### src/hw/fetch_defines.svh
`ifndef FETCH_DEFINES_SVH
`define FETCH_DEFINES_SVH

// Program counter value out of reset
`define FETCH_RESET_PC 32'h0000_0100

// Fetch queue entries
// Also the number of credits fetch starts with
`define FETCH_QUEUE_DEPTH 4

// Instruction memory size in 32-bit words
// Index comes from PC bits 9:2, upper bits wrap
`define IMEM_WORDS 256

// Cycles from read issue to read data
`define IMEM_LATENCY 2

`endif

### src/hw/fetch_pkg.sv
package fetch_pkg;

    // One machine word, used for PCs and instructions
    typedef logic [31:0] word_t;

    // Fetch queue payload
    // instr is forced to zero on a faulted entry
    typedef struct packed {
        word_t pc;
        word_t instr;
        // Misaligned fetch address
        logic  fault;
    } fetch_entry_t;

endpackage

### src/hw/decode_stage.sv
`timescale 1ns/100ps

module decode_stage (
    input  logic                    CLK,
    input  logic                    nRST,
    input  logic                    head_valid,
    input  fetch_pkg::fetch_entry_t head_entry,
    output logic                    pop,
    input  logic                    stall,
    input  logic                    trap_valid,
    input  fetch_pkg::word_t        trap_pc,
    output logic                    redirect_valid,
    output fetch_pkg::word_t        redirect_pc,
    output logic                    retire_valid,
    output fetch_pkg::word_t        retire_pc,
    output fetch_pkg::word_t        retire_instr,
    output logic                    retire_fault
);
    // RV32 JAL major opcode
    localparam logic [6:0] OPC_JAL = 7'h6F;

    fetch_pkg::word_t instr;
    fetch_pkg::word_t jal_imm;
    fetch_pkg::word_t jal_target;
    logic             is_jal;

    assign instr = head_entry.instr;

    // Take the head whenever allowed
    assign pop = head_valid && !stall;

    // Faulted entries carry a zero word, never a jump
    assign is_jal = pop && !head_entry.fault && (instr[6:0] == OPC_JAL);

    // J-type immediate
    // imm[20|10:1|11|19:12] in bits 31:12, sign extended
    assign jal_imm = {{11{instr[31]}}, instr[31], instr[19:12], instr[20],
                      instr[30:21], 1'b0};

    assign jal_target = head_entry.pc + jal_imm;

    // Trap takes priority over JAL
    // like a privileged PC insert over a branch
    assign redirect_valid = trap_valid || is_jal;
    assign redirect_pc    = trap_valid ? trap_pc : jal_target;

    // Retire valid
    always_ff @(posedge CLK, negedge nRST) begin
        if (!nRST) begin
            retire_valid <= 1'b0;
        end else begin
            retire_valid <= pop;
        end
    end

    // Retire payload, loaded on every pop
    // A pop in a redirect cycle still retires
    always_ff @(posedge CLK) begin
        if (pop) begin
            retire_pc    <= head_entry.pc;
            retire_instr <= head_entry.instr;
            retire_fault <= head_entry.fault;
        end
    end

endmodule

### config.mk
export PLATFORM = sky130hd
export DESIGN_NAME = decode_stage
export DESIGN_NICKNAME = d
export VERILOG_FILES = /design/src/hw/fetch_defines.svh /design/src/hw/fetch_pkg.sv /design/src/hw/decode_stage.sv
export SDC_FILE = /design/constraint.sdc
export NUM_CORES = 1
export LEC_CHECK = 0
export ABC_AREA = 1
export BUFFER_PORTS_ARGS = -buffer_cell sky130_fd_sc_hd__buf_2
export CAP_MARGIN = 25
export CORE_MARGIN = 2
export CORE_UTILIZATION = 44
export CTS_CLUSTER_SIZE = 40
export DETAILED_ROUTE_END_ITERATION = 16
export PLACE_DENSITY_LB_ADDON = 0.2
export SLEW_MARGIN = 15
export SYNTH_ARGS = -nofsm -noshare
export SYNTH_HDL_FRONTEND = slang
export SYNTH_SLANG_ARGS = --single-unit
export TNS_END_PERCENT = 50
### constraint.sdc
create_clock -name CLK -period 3.65 [get_ports CLK]
set_input_delay 0.1825 -clock CLK [delete_from_list [all_inputs] [get_ports CLK]]
set_output_delay 0.1825 -clock CLK [all_outputs]
set_load 0.02 [all_outputs]
Word level (Yosys, flattened, before mapping)
Cells that the tools add are included.
{ "op_classes": {"addsub": 1, "eq_ne": 1, "muxes": 1, "reduce_logical": 6} }
{ "op_table": {"columns": ["cell", "n"], "rows": [
  ["adder 32 bit", 1],
  ["2-to-1 mux 32 bit", 1],
  ["equality test 7 bit (second input constant)", 1],
  ["logical AND 1 bit", 3],
  ["logical NOT 1 bit", 2],
  ["logical OR 1 bit", 1]
]} }
{ "word_totals": {"ff_bits": 66, "in_bits": 102} }

Longest topological paths before layout
Gate-level depths: netlist of the first run.
{ "logic_depth": {"depth_word": 5, "mapped_depth": 13, "ltp_nobuf": 13} }

Worst setup path after synthesis of the first run
No wires, ideal clock.
{ "synth_path": {"path_type": "input -> output", "startpoint": "in head_valid", "endpoint": "out redirect_valid", "arrival_ps": 4072, "setup_slack_ps": -604, "path_stages": 4, "n_path_buf": 0, "path_cell_list": "inv_1 nor2_1 nand2_1 o31ai_1"} }
{ "synth_via": {"elab_chain_cells": 4} }
{ "synth_lines": {"columns": ["item", "line", "source"], "rows": [
  ["start: declaration", "decode_stage.sv:6", "input logic head_valid,"],
  ["logical AND 1 bit", "decode_stage.sv:30", "assign pop = head_valid && !stall;"],
  ["via pop", "decode_stage.sv:8", "output logic pop,"],
  ["logical AND 1 bit (2 in series)", "decode_stage.sv:33", "assign is_jal = pop && !head_entry.fault && (instr[6:0] == OPC_JAL);"],
  ["logical OR 1 bit", "decode_stage.sv:44", "assign redirect_valid = trap_valid || is_jal;"],
  ["end: declaration", "decode_stage.sv:12", "output logic redirect_valid,"]
]} }
The timed path passes the listed nets, and every way through them passes these cells.

Worst setup path in the final report of the first run
{ "layout_path": {"startpoint": "in head_entry[60] (netlist name)", "endpoint": "out redirect_pc[31]"} }
{ "layout_via": {"elab_chain_cells": 2} }
{ "layout_lines": {"columns": ["item", "line", "source"], "rows": [
  ["start: declaration", "decode_stage.sv:7", "input fetch_pkg::fetch_entry_t head_entry,"],
  ["adder 32 bit", "decode_stage.sv:40", "assign jal_target = head_entry.pc + jal_imm;"],
  ["2-to-1 mux 32 bit", "decode_stage.sv:45", "assign redirect_pc = trap_valid ? trap_pc : jal_target;"],
  ["end: declaration", "decode_stage.sv:13", "output fetch_pkg::word_t redirect_pc,"]
]} }
No other way between the ends.

==> results of run 1 <==
[worst max-delay path: stages]
cell and delay, ns:
sky130_fd_sc_hd__dlygate4sd3_1 0.53, sky130_fd_sc_hd__buf_2 0.13, sky130_fd_sc_hd__ha_1 0.39, sky130_fd_sc_hd__nand2_1 0.13
sky130_fd_sc_hd__nor2_1 0.24, sky130_fd_sc_hd__nand2_1 0.11, sky130_fd_sc_hd__nor2_1 0.11, sky130_fd_sc_hd__nand2_1 0.08
sky130_fd_sc_hd__nand3_1 0.07, sky130_fd_sc_hd__nand3_1 0.09, sky130_fd_sc_hd__nand2_1 0.09, sky130_fd_sc_hd__buf_2 0.16
[layer usage]
metal | up-vias | wire [um] | track usage [%]
li1 | 2440 | - | -
met1 | 2068 | 5950 | 29.5
met2 | 171 | 6120 | 38.1
met3 | 7 | 877 | 4.78
met4 | 0 | 106 | 5.94
met5 | - | 0 | 0
[layout by cell type (no fill, tap or decap), types with 2 or more instances in the layout]
master | synthesis | final
sky130_fd_sc_hd__inv_2 | 5 | 5
sky130_fd_sc_hd__nor2_4 | 1 | 2
sky130_fd_sc_hd__nand3b_1 | 4 | 4
sky130_fd_sc_hd__o21ai_1 | 5 | 5
sky130_fd_sc_hd__o21ai_0 | 7 | 7
sky130_fd_sc_hd__nand2_2 | 10 | 10
sky130_fd_sc_hd__clkbuf_8 | 0 | 9
sky130_fd_sc_hd__o21bai_1 | 2 | 2
sky130_fd_sc_hd__a21oi_2 | 2 | 2
sky130_fd_sc_hd__nand4_1 | 5 | 5
sky130_fd_sc_hd__inv_1 | 101 | 101
sky130_fd_sc_hd__or2_2 | 3 | 3
sky130_fd_sc_hd__nand3_2 | 5 | 5
sky130_fd_sc_hd__nor2_2 | 3 | 3
sky130_fd_sc_hd__buf_4 | 0 | 3
sky130_fd_sc_hd__edfxtp_1 | 65 | 65
sky130_fd_sc_hd__nor2_1 | 36 | 35
sky130_fd_sc_hd__nand3_1 | 45 | 45
sky130_fd_sc_hd__dlygate4sd3_1 | 0 | 6
sky130_fd_sc_hd__xnor2_1 | 8 | 8
sky130_fd_sc_hd__nor3_2 | 3 | 3
sky130_fd_sc_hd__nand2_1 | 259 | 259
sky130_fd_sc_hd__ha_1 | 30 | 30
sky130_fd_sc_hd__a21oi_1 | 22 | 22
sky130_fd_sc_hd__clkbuf_1 | 5 | 2
sky130_fd_sc_hd__clkinvlp_4 | 0 | 2
sky130_fd_sc_hd__buf_2 | 2 | 201
[sequential cells by signal, indices dropped and copies added, names as in the netlist]
signal	count
retire_fault	1
retire_instr	32
retire_pc	32
retire_valid	1
[final timing paths]
kind	start	end	slack (ns)	depth (start not counted)
setup / recovery	head_entry[60]	redirect_pc[31]	1.16	12
hold / removal	head_entry[59]	retire_pc[26]	0.03	1
max in group asynchronous	nRST	retire_valid	3.41	2
min in group asynchronous	nRST	retire_valid	0.16	2
[through the flow]
stage / instances / util [%] / total power, mW / area (um^2)
floorplan: 635 / - / 1.39 / 4700
global placement: 968 / 56.9 / 1.63 / 5870
detailed placement: 968 / 56.9 / 1.64 / 5870
CTS: 985 / 58.6 / 2.15 / 6050
global route: 988 / 58.9 / 2.27 / 6080
finish: 988 / 58.9 / 2.14 / 6080
[final cells by class]
| cell class | count | share of cell area (%) |
|---|---|---|
| Multi-Input combinational cell | 456 | 37.8 |
| Sequential cell | 66 | 32.5 |
| Timing Repair Buffer | 210 | 17.9 |
| Inverter | 106 | 6.54 |
| Tap cell | 136 | 2.80 |
| Clock buffer | 11 | 2.16 |
| Clock inverter | 3 | 0.309 |
[synthesized netlist by cell type]
library cell and number:
sky130_fd_sc_hd__nand3_2 5, sky130_fd_sc_hd__o21bai_2 1, sky130_fd_sc_hd__o21ai_0 7, sky130_fd_sc_hd__inv_2 5, sky130_fd_sc_hd__o21bai_1 2, sky130_fd_sc_hd__or2_2 3, sky130_fd_sc_hd__or2_1 1, sky130_fd_sc_hd__clkbuf_1 5
sky130_fd_sc_hd__o31ai_1 1, sky130_fd_sc_hd__o21ai_1 5, sky130_fd_sc_hd__xnor2_1 8, sky130_fd_sc_hd__nor3_2 3, sky130_fd_sc_hd__nor2_2 3, sky130_fd_sc_hd__a21oi_2 2, sky130_fd_sc_hd__a21oi_1 22, sky130_fd_sc_hd__nor2_1 36
sky130_fd_sc_hd__nand4_1 5, sky130_fd_sc_hd__a21o_1 1, sky130_fd_sc_hd__nor2_4 1, sky130_fd_sc_hd__nand3b_1 4, sky130_fd_sc_hd__nand2_2 10, sky130_fd_sc_hd__ha_1 30, sky130_fd_sc_hd__and2_1 1, sky130_fd_sc_hd__nand3_1 45
sky130_fd_sc_hd__inv_1 101, sky130_fd_sc_hd__fa_1 1, sky130_fd_sc_hd__nand2_1 259, sky130_fd_sc_hd__dfrtp_1 1, sky130_fd_sc_hd__buf_2 2, sky130_fd_sc_hd__edfxtp_1 65
[power by group through the flow]
| stage | Clock [mW] | Sequential (mW) | Combinational [mW] |
|---|---|---|---|
| 2_1_floorplan | 0 | 0.985 | 0.407 |
| 3_3_place_gp | 0 | 0.914 | 0.719 |
| 3_5_place_dp | 0 | 0.916 | 0.728 |
| 4_1_cts | 0.522 | 0.899 | 0.733 |
| 5_1_grt | 0.552 | 0.903 | 0.811 |
| 6_report | 0.507 | 0.899 | 0.733 |
[cells by family after synthesis]
kind of cell	count (synthesis)	synth area share (%)
AOI/OAI and AO/OA	41	4.88
xor gates and xnor gates	8	1.49
adders and majority gates	31	8.42
buffers and inverters	113	9.09
DFF	66	42.1
and+or+nand+nor	376	34.0
==> impl_metrics.json, run 1 <==
{
  "status": "completed",
  "internal_power_mw": 1.38,
  "syn-instance-count": 635,
  "worst_ep_arrival_time_ns": 2.30,
  "die_h_um": 107,
  "timing.setup.tns_ns": 0,
  "synthTopCellsByArea": "sky130_fd_sc_hd__edfxtp_1 42%, sky130_fd_sc_hd__nand2_1 21%, sky130_fd_sc_hd__inv_1 8.1%, sky130_fd_sc_hd__ha_1 8.0%, sky130_fd_sc_hd__nand3_1 4.8%",
  "switching_power_mw": 0.759,
  "power.sequential.fraction_pct": 42.0,
  "clock_sinks": 66,
  "max_clock_freq_mhz": 402,
  "max_slew.worst_pin.slew_ns": 0.917,
  "global_router_s_overall_resource_usage_pct": 22.6,
  "grt_antenna_before_repair": 0,
  "ff_latch_area_mm2": 0.00198,
  "dpl_worst_slack_ns": 1.35,
  "fp.dieArea_mm2": 0.0115,
  "fin_worst_hold_slack_ns": 0.0253,
  "num_antenna_cells": 0,
  "post_route_cells_drive_above_1_share_pct": 29.2,
  "netlist-cell-type-count": 30,
  "yosysSeqAreaShare_pct": 42.1,
  "slew_violations": 0,
  "ios": 202,
  "cap_violations": 0,
  "power.density_mw_per_mm2": 352,
  "post-cts-setup-buffer-count": 0,
  "wirelength_mm": 13.1,
  "count_of_hold_buffers_inserted_by_post_cts_repair": 3,
  "clock_path_buffers": 2,
  "clock_power_share_pct": 23.7,
  "area_growth_pct": 29.5,
  "routedWlPerCell_um": 13.2,
  "grt_max_degree": 45,
  "post-route-period-util_pct": 68.1,
  "finalWeightedCongestion": 0.872,
  "yosysWarnings": 0,
  "rsz_0062_raised_after_global_routing": "no",
  "min_path_type": "in2reg",
  "via_count": 4686,
  "final.min_clock_period_ns": 2.49,
  "h-tree-depth": 3,
  "drt_pass1_iterations": 4,
  "floorplan.die.width_um": 107,
  "n_fill_cell": 986,
  "synth.net_count": 768,
  "number_of_storage_elements_in_the_synthesis_netlist": 66,
  "sw_frac_of_total_pct": 35.5,
  "synth_area_per_cell_um2": 7.39,
  "cts.clk_slew.worst_paths_ns": 0.08,
  "setup_viol": 0,
  "post-route-worst-setup-slack_ns": 1.16,
  "port_buffers": 201,
  "summed_instance_area_of_the_synthesized_netlist_mm2": 0.00470,
  "dp_hpwl_mm": 10.5,
  "drt-initial-drc-count": 217,
  "start_util_pct": 45.5,
  "cts_tree": "yes",
  "core.rowCount": 37,
  "cts_made_buffers": 9,
  "route.antenna.remaining_nets": 0,
  "synth_top_area_share_pct": 41.6,
  "critical_path.endpoint_type": "output port",
  "design.core.area_mm2": 0.0103,
  "critPathKind": "in2out",
  "final-hold-violation-count": 0,
  "startpoint_type": "input pin",
  "max_slew_margin_pct": 38.8,
  "ir_worst_vdd_v": 0.000161,
  "power.static_leakage_nw": 3.32,
  "clock-root-buffer": "sky130_fd_sc_hd__clkbuf_8",
  "synth_area_leader_cell": "sky130_fd_sc_hd__edfxtp_1",
  "multi_input_logic_area_mm2": 0.00230,
  "fin_nets": 982,
  "globalRouteOverflowTotal": 0,
  "cts_repair_resize_count": 0,
  "required_ns": 3.47,
  "worstPathMaxFanout": 5,
  "vias_in_the_first_global_route": 4360,
  "first_pass_grt_wire_length_mm": 20.2,
  "detail_route.vias_per_cell": 4.74,
  "power.combinational.fraction_pct": 34.3,
  "drt_drc_violations_left": 0
}
Note: power is estimated with default switching activity, not from simulation.
==> inputs of run 2 (changes only) <==
ABC_AREA = 0   (was 1)
CORE_UTILIZATION = 42   (was 44)
clock period = 2.2 ns   (was 3.65 ns; I/O delays follow)
==> run 2 against run 1 <==
The flow now finishes with violations (negative setup slack); count of clock-buffer cells in the layout unchanged; utilization increased by 15 points; clock power increased by 110%; combinational power increased by 120%; sequential power increased by 66%; critical endpoint is now redirect_pc[26]; largest power group is now combinational cells; highest routed layer unchanged.
==> impl_metrics.json, run 2 <==
{
  "status": "finished, violations left",
  "violated_checks": "negative setup slack",
  "summed_instance_area_of_the_synthesized_netlist_mm2": 0.00411,
  "synth.top_cells.by_count": "65 x sky130_fd_sc_hd__edfxtp_1, 43 x sky130_fd_sc_hd__nand2_1, 30 x sky130_fd_sc_hd__ha_1",
  "ff_latch_area_mm2": 0.00198,
  "global_router_s_overall_resource_usage_pct": 24.2,
  "route.antenna.remaining_nets": 0,
  "startpoint_type": "input pin",
  "fin_nets": 848,
  "cap_violations": 0,
  "worstPathMaxFanout": 3,
  "dp_hpwl_mm": 9.22,
  "synth-main-ff-cell": "sky130_fd_sc_hd__edfxtp_1",
  "floorplan.die.width_um": 103,
  "synth_area_per_cell_um2": 11.0,
  "synthTopCellsByArea": "sky130_fd_sc_hd__edfxtp_1 47%, sky130_fd_sc_hd__ha_1 9.1%, sky130_fd_sc_hd__nand2_1 3.9%, sky130_fd_sc_hd__a21o_1 3.3%, sky130_fd_sc_hd__o21ai_0 3.3%",
  "post-route-worst-setup-slack_ns": -0.250,
  "max_slew_margin_pct": 57.8,
  "critical_path.endpoint_type": "output port",
  "first_pass_grt_wire_length_mm": 19.7,
  "port_buffers": 201,
  "clock_path_buffers": 2,
  "start_util_pct": 42.7,
  "area_growth_pct": 73.8,
  "final_cell_mix": "181 x sky130_fd_sc_hd__buf_2, 88 x sky130_fd_sc_hd__buf_4, 65 x sky130_fd_sc_hd__edfxtp_1",
  "h-tree-depth": 3,
  "synth_top_area_share_pct": 47.5,
  "critPathKind": "in2out",
  "ir_worst_vdd_v": 0.000292,
  "multi_input_logic_area_mm2": 0.00237,
  "power.static_leakage_nw": 3.24,
  "synth-edff-count": 65,
  "final.min_clock_period_ns": 2.45,
  "worst_ep_arrival_time_ns": 2.34,
  "cts.clk_slew.worst_paths_ns": 0.07,
  "max_slew.worst_pin.slew_ns": 0.632,
  "final-hold-violation-count": 0,
  "rsz_0062_raised_after_global_routing": "yes",
  "synth.net_count": 507,
  "post-route-period-util_pct": 111,
  "yosysWarnings": 0,
  "drt_drc_violations_left": 0,
  "design.core.area_mm2": 0.00964,
  "netlist-cell-type-count": 63,
  "slew_violations": 0,
  "drt_pass1_iterations": 5,
  "hold_path_startpoint": "head_entry[52]",
  "number_of_storage_elements_in_the_synthesis_netlist": 66,
  "globalRouteOverflowTotal": 0,
  "ios": 202,
  "grt_max_degree": 34,
  "min_path_type": "in2reg",
  "clock-root-buffer": "sky130_fd_sc_hd__clkbuf_8",
  "required_ns": 2.09,
  "clock_sinks": 66,
  "fp.dieArea_mm2": 0.0106,
  "n_fill_cell": 698,
  "setup_viol": 14,
  "post_route_cells_drive_above_1_share_pct": 51.0,
  "synth.most_common_cell": "sky130_fd_sc_hd__edfxtp_1",
  "routedWlPerCell_um": 16.0,
  "cts_tree": "yes",
  "die_h_um": 103,
  "power.density_mw_per_mm2": 579,
  "cts_made_buffers": 9,
  "grt_antenna_before_repair": 1,
  "detail_route.vias_per_cell": 5.08,
  "finalWeightedCongestion": 0.850,
  "synth_area_leader_cell": "sky130_fd_sc_hd__edfxtp_1",
  "max_clock_freq_mhz": 408,
  "layout.core_utilization_pct": 74.1,
  "yosysSeqAreaShare_pct": 48.1,
  "via_count": 4340,
  "largestRegisters": "retire_instr: 32 flops, retire_pc: 32 flops",
  "layout.cells.most_common": "sky130_fd_sc_hd__buf_2",
  "timing.critical_path.from": "head_entry[34]",
  "timing.setup.tns_ns": -2.14,
  "drt-initial-drc-count": 149,
  "vias_in_the_first_global_route": 4071,
  "wirelength_mm": 13.7,
  "syn-instance-count": 374,
  "synthArstFlopShare_pct": 1.52,
  "core.rowCount": 36
}
[run 2: cell count changes after synthesis, sizes merged, moves of 12 or more]
cell,delta
nand3,-43
o21ai,+27
xor2,+12
nand2,-225
inv,-96
nor2,-21
a21o,+18
[run 2: per-layer routing]
layer | up-vias | GRT usage [%] | share of wire (%)
li1 | 2104 | - | -
met1 | 2070 | 29.5 | 42
met2 | 150 | 43.1 | 51
met3 | 16 | 5.02 | 5.6
met4 | 0 | 7.29 | 1.5
met5 | - | 0 | 0
[run 2: critical path, cell delays in order]
cell and delay, ns:
sky130_fd_sc_hd__buf_8 0.10, sky130_fd_sc_hd__ha_4 0.15, sky130_fd_sc_hd__buf_4 0.12, sky130_fd_sc_hd__buf_4 0.12, sky130_fd_sc_hd__a21o_1 0.17, sky130_fd_sc_hd__and4_4 0.17, sky130_fd_sc_hd__o211ai_4 0.23, sky130_fd_sc_hd__a2111oi_4 0.13
sky130_fd_sc_hd__nor2_4 0.15, sky130_fd_sc_hd__buf_6 0.12, sky130_fd_sc_hd__nor3_2 0.04, sky130_fd_sc_hd__or4_4 0.51, sky130_fd_sc_hd__nand3_2 0.09, sky130_fd_sc_hd__buf_6 0.12
[run 2: layout make-up]
| cell class | count | area share, % |
|---|---|---|
| Antenna cell | 1 | 0.0350 |
| Clock buffer | 11 | 1.98 |
| Clock inverter | 5 | 0.771 |
| Inverter | 10 | 0.525 |
| Multi-Input combinational cell | 281 | 33.2 |
| Sequential cell | 66 | 27.7 |
| Tap cell | 133 | 2.33 |
| Timing Repair Buffer | 347 | 33.5 |
[run 2: final timing paths]
check | to | slack [ns] | cells after the start
worst max-delay path | redirect_pc[26] | -0.25 | 14
worst min-delay path | retire_pc[19] | 0.05 | 2
max in group asynchronous | retire_valid | 2.04 | 2
min in group asynchronous | retire_valid | 0.07 | 2
[run 2: power breakdown]
part | internal (mW) | switching [mW] | total (mW)
Sequential | 1.47 | 0.0196 | 1.49
Clock | 0.551 | 0.493 | 1.04
Combinational | 0.760 | 0.841 | 1.60
[run 2: cell families after synthesis]
kind of cell | Yosys count | share of synthesized area (%)
AO/OA/AOI/OAI | 119 | 20.2
AND/OR/NAND/NOR | 99 | 11.7
flip-flops | 66 | 48.1
adder cells (fa/ha/maj) | 31 | 9.62
buffers and inverters | 27 | 3.13
XOR/XNOR | 26 | 5.54
multiplexers | 6 | 1.64
[run 2: per-stage QoR]
step | setup slack (ns) | total power [mW] | cell area, um^2 | std cells | hold slack [ns]
2_1_floorplan | -0.311 | 2.28 | 4120 | 374 | -0.186
3_3_place_gp | -0.371 | 2.80 | 5780 | 765 | -0.114
3_5_place_dp | -0.374 | 2.81 | 5780 | 765 | -0.114
4_1_cts | -0.206 | 4.05 | 6960 | 848 | 0.0345
5_1_grt | -0.355 | 4.34 | 7140 | 854 | 0.0429
6_report | -0.250 | 4.14 | 7140 | 854 | 0.0491
[run 2: what timing repair did]
action | in CTS | in global routing
endpoints found under the setup margin | 18 | 19
hold buffers | 63 | 0
buffers inserted | 4 | 5
resized for setup | 65 | 31
pin swaps | 37 | 27
endpoints found under the hold margin | 63 | 0
==> inputs of run 3 (changes only) <==
SKIP_CTS_REPAIR_TIMING = 1   (was not set)
==> run 3 against run 2 <==
The flow still finishes with violations (negative setup slack); critical path depth is 3 lower; sequential power hardly changed; fmax is 0.56% higher; first-iteration DRC count is 2.0% higher; worst hold slack worse by 0.0034 ns; flip-flop and latch count stayed put; cell area is 0.40% lower; worst setup slack better by 0.014 ns; non-clock buffer count is 4 lower; global-route usage is 3.6 points lower; largest power group unchanged.
==> impl_metrics.json, run 3 (synthesized netlist as in run 2, its figures left out) <==
{
  "largestRegisters": "retire_instr: 32 flops, retire_pc: 32 flops",
  "max_slew.worst_pin.slew_ns": 0.632,
  "clock-root-buffer": "sky130_fd_sc_hd__clkbuf_8",
  "route.antenna.remaining_nets": 0,
  "final-hold-violation-count": 0,
  "die_h_um": 103,
  "cts_made_buffers": 9,
  "floorplan.die.width_um": 103,
  "global_router_s_overall_resource_usage_pct": 20.7,
  "drt_pass1_iterations": 4,
  "globalRouteOverflowTotal": 0,
  "h-tree-depth": 3,
  "final_cell_mix": "177 x sky130_fd_sc_hd__buf_2, 83 x sky130_fd_sc_hd__buf_4, 65 x sky130_fd_sc_hd__edfxtp_1",
  "setup.worst_path.end": "redirect_pc[24]",
  "max_slew_margin_pct": 57.8,
  "fin_worst_hold_slack_ns": 0.0457,
  "cts_tree": "yes",
  "status": "finished, violations left",
  "drt_drc_violations_left": 0,
  "vias_in_the_first_global_route": 3579,
  "power.density_mw_per_mm2": 578,
  "dp_hpwl_mm": 9.22,
  "clock_path_buffers": 2,
  "port_buffers": 201,
  "worstPathCellList": "buf_6 > ha_4 > a21o_1 > and4_4 > o211ai_4 > a2111oi_4 > nor2_4 > o21ai_4 > mux2_4 > a221oi_2 > buf_4",
  "core.rowCount": 36,
  "startpoint_type": "input pin",
  "required_ns": 2.09,
  "area_growth_pct": 73.1,
  "fp.dieArea_mm2": 0.0106,
  "routedWlPerCell_um": 16.6,
  "wirelength_mm": 14.1,
  "design_power_total_mw": 4.11,
  "fin_nets": 844,
  "ir_worst_vdd_v": 0.000316,
  "post-route-period-util_pct": 111,
  "grt_max_degree": 34,
  "worst_ep_arrival_time_ns": 2.33,
  "via_count": 4324,
  "slew_violations": 0,
  "detail_route.vias_per_cell": 5.09,
  "min_path_type": "in2reg",
  "start_util_pct": 42.7,
  "layout.cells.most_common": "sky130_fd_sc_hd__buf_2",
  "first_pass_grt_wire_length_mm": 16.9,
  "critPathKind": "in2out",
  "design.core.area_mm2": 0.00964,
  "n_fill_cell": 693,
  "timing.critical_path.from": "head_entry[35]",
  "post-route-worst-setup-slack_ns": -0.237,
  "clock_sinks": 66,
  "worstPathMaxFanout": 3,
  "cts.clk_slew.worst_paths_ns": 0.07,
  "max_clock_freq_mhz": 410,
  "power.static_leakage_nw": 3.21,
  "critical_path.endpoint_type": "output port",
  "worst_path_largest_cell_delay_ns": 0.45,
  "grt_antenna_before_repair": 1,
  "finalWeightedCongestion": 0.850,
  "final.min_clock_period_ns": 2.44,
  "cap_violations": 0,
  "drt-initial-drc-count": 152,
  "ios": 202,
  "rsz_0062_raised_after_global_routing": "yes",
  "worst_path_max_delay_cell": "sky130_fd_sc_hd__a2111oi_4",
  "violated_checks": "negative setup slack",
  "setup_viol": 15,
  "post_route_cells_drive_above_1_share_pct": 50.6,
  "dpl_worst_slack_ns": -0.374
}
## run 3: cell types whose count changed in the layout (fill, tap and decap cells not counted), sizes merged
| cell | change |
|---|---|
| buf | -4 |
## run 3: critical path: cells and delay by family
family	cells	cell delay, ns
compound gates	5	1.02
simple gates	2	0.32
mux	1	0.32
buf+inv	2	0.28
fa+ha+maj	1	0.26
## run 3: power breakdown
group	total, mW	switching (mW)	internal, mW
Combinational	1.59	0.840	0.748
Clock	1.03	0.479	0.551
Sequential	1.49	0.0196	1.47
## run 3: per-layer routing
metal  up-vias  wire, um  global-route usage [%]
li1       2094         -                       -
met1      2060      5780                    26.2
met2       149      7350                    35.1
met3        21       723                    4.27
met4         0       218                    7.09
met5         -         0                       0
## run 3: worst min path at each step
stage	to	from	cells after the start	slack, ns
after floorplan	retire_valid	nRST	0	-0.19
after global placement	retire_valid	nRST	1	-0.11
after detailed placement	retire_valid	nRST	1	-0.11
after CTS	retire_valid	nRST	1	-0.49
after global routing	retire_instr[19]	head_entry[20]	2	0.04
final	retire_pc[19]	head_entry[52]	2	0.05
## run 3: area by class of cell
class	instances	area, um^2	area share (%)
clock inverter	5	55.1	0.774
clock buffer	11	141	1.99
inverter	10	37.5	0.528
sequential	66	1980	27.8
antenna	1	2.50	0.0352
multi-input combinational	281	2340	32.9
timing repair buffer	343	2390	33.6
tap	133	166	2.34
## run 3: stage by stage
step | instances | TNS [ns] | area (um^2) | util, %
3_3_place_gp | 765 | -3.86 | 5780 | 60.0
6_report | 850 | -2.04 | 7120 | 73.8
2_1_floorplan | 374 | -0.441 | 4120 | -
4_1_cts | 781 | -4.68 | 5980 | 62.0
3_5_place_dp | 765 | -4.19 | 5780 | 60.0
5_1_grt | 850 | -3.61 | 7120 | 73.8
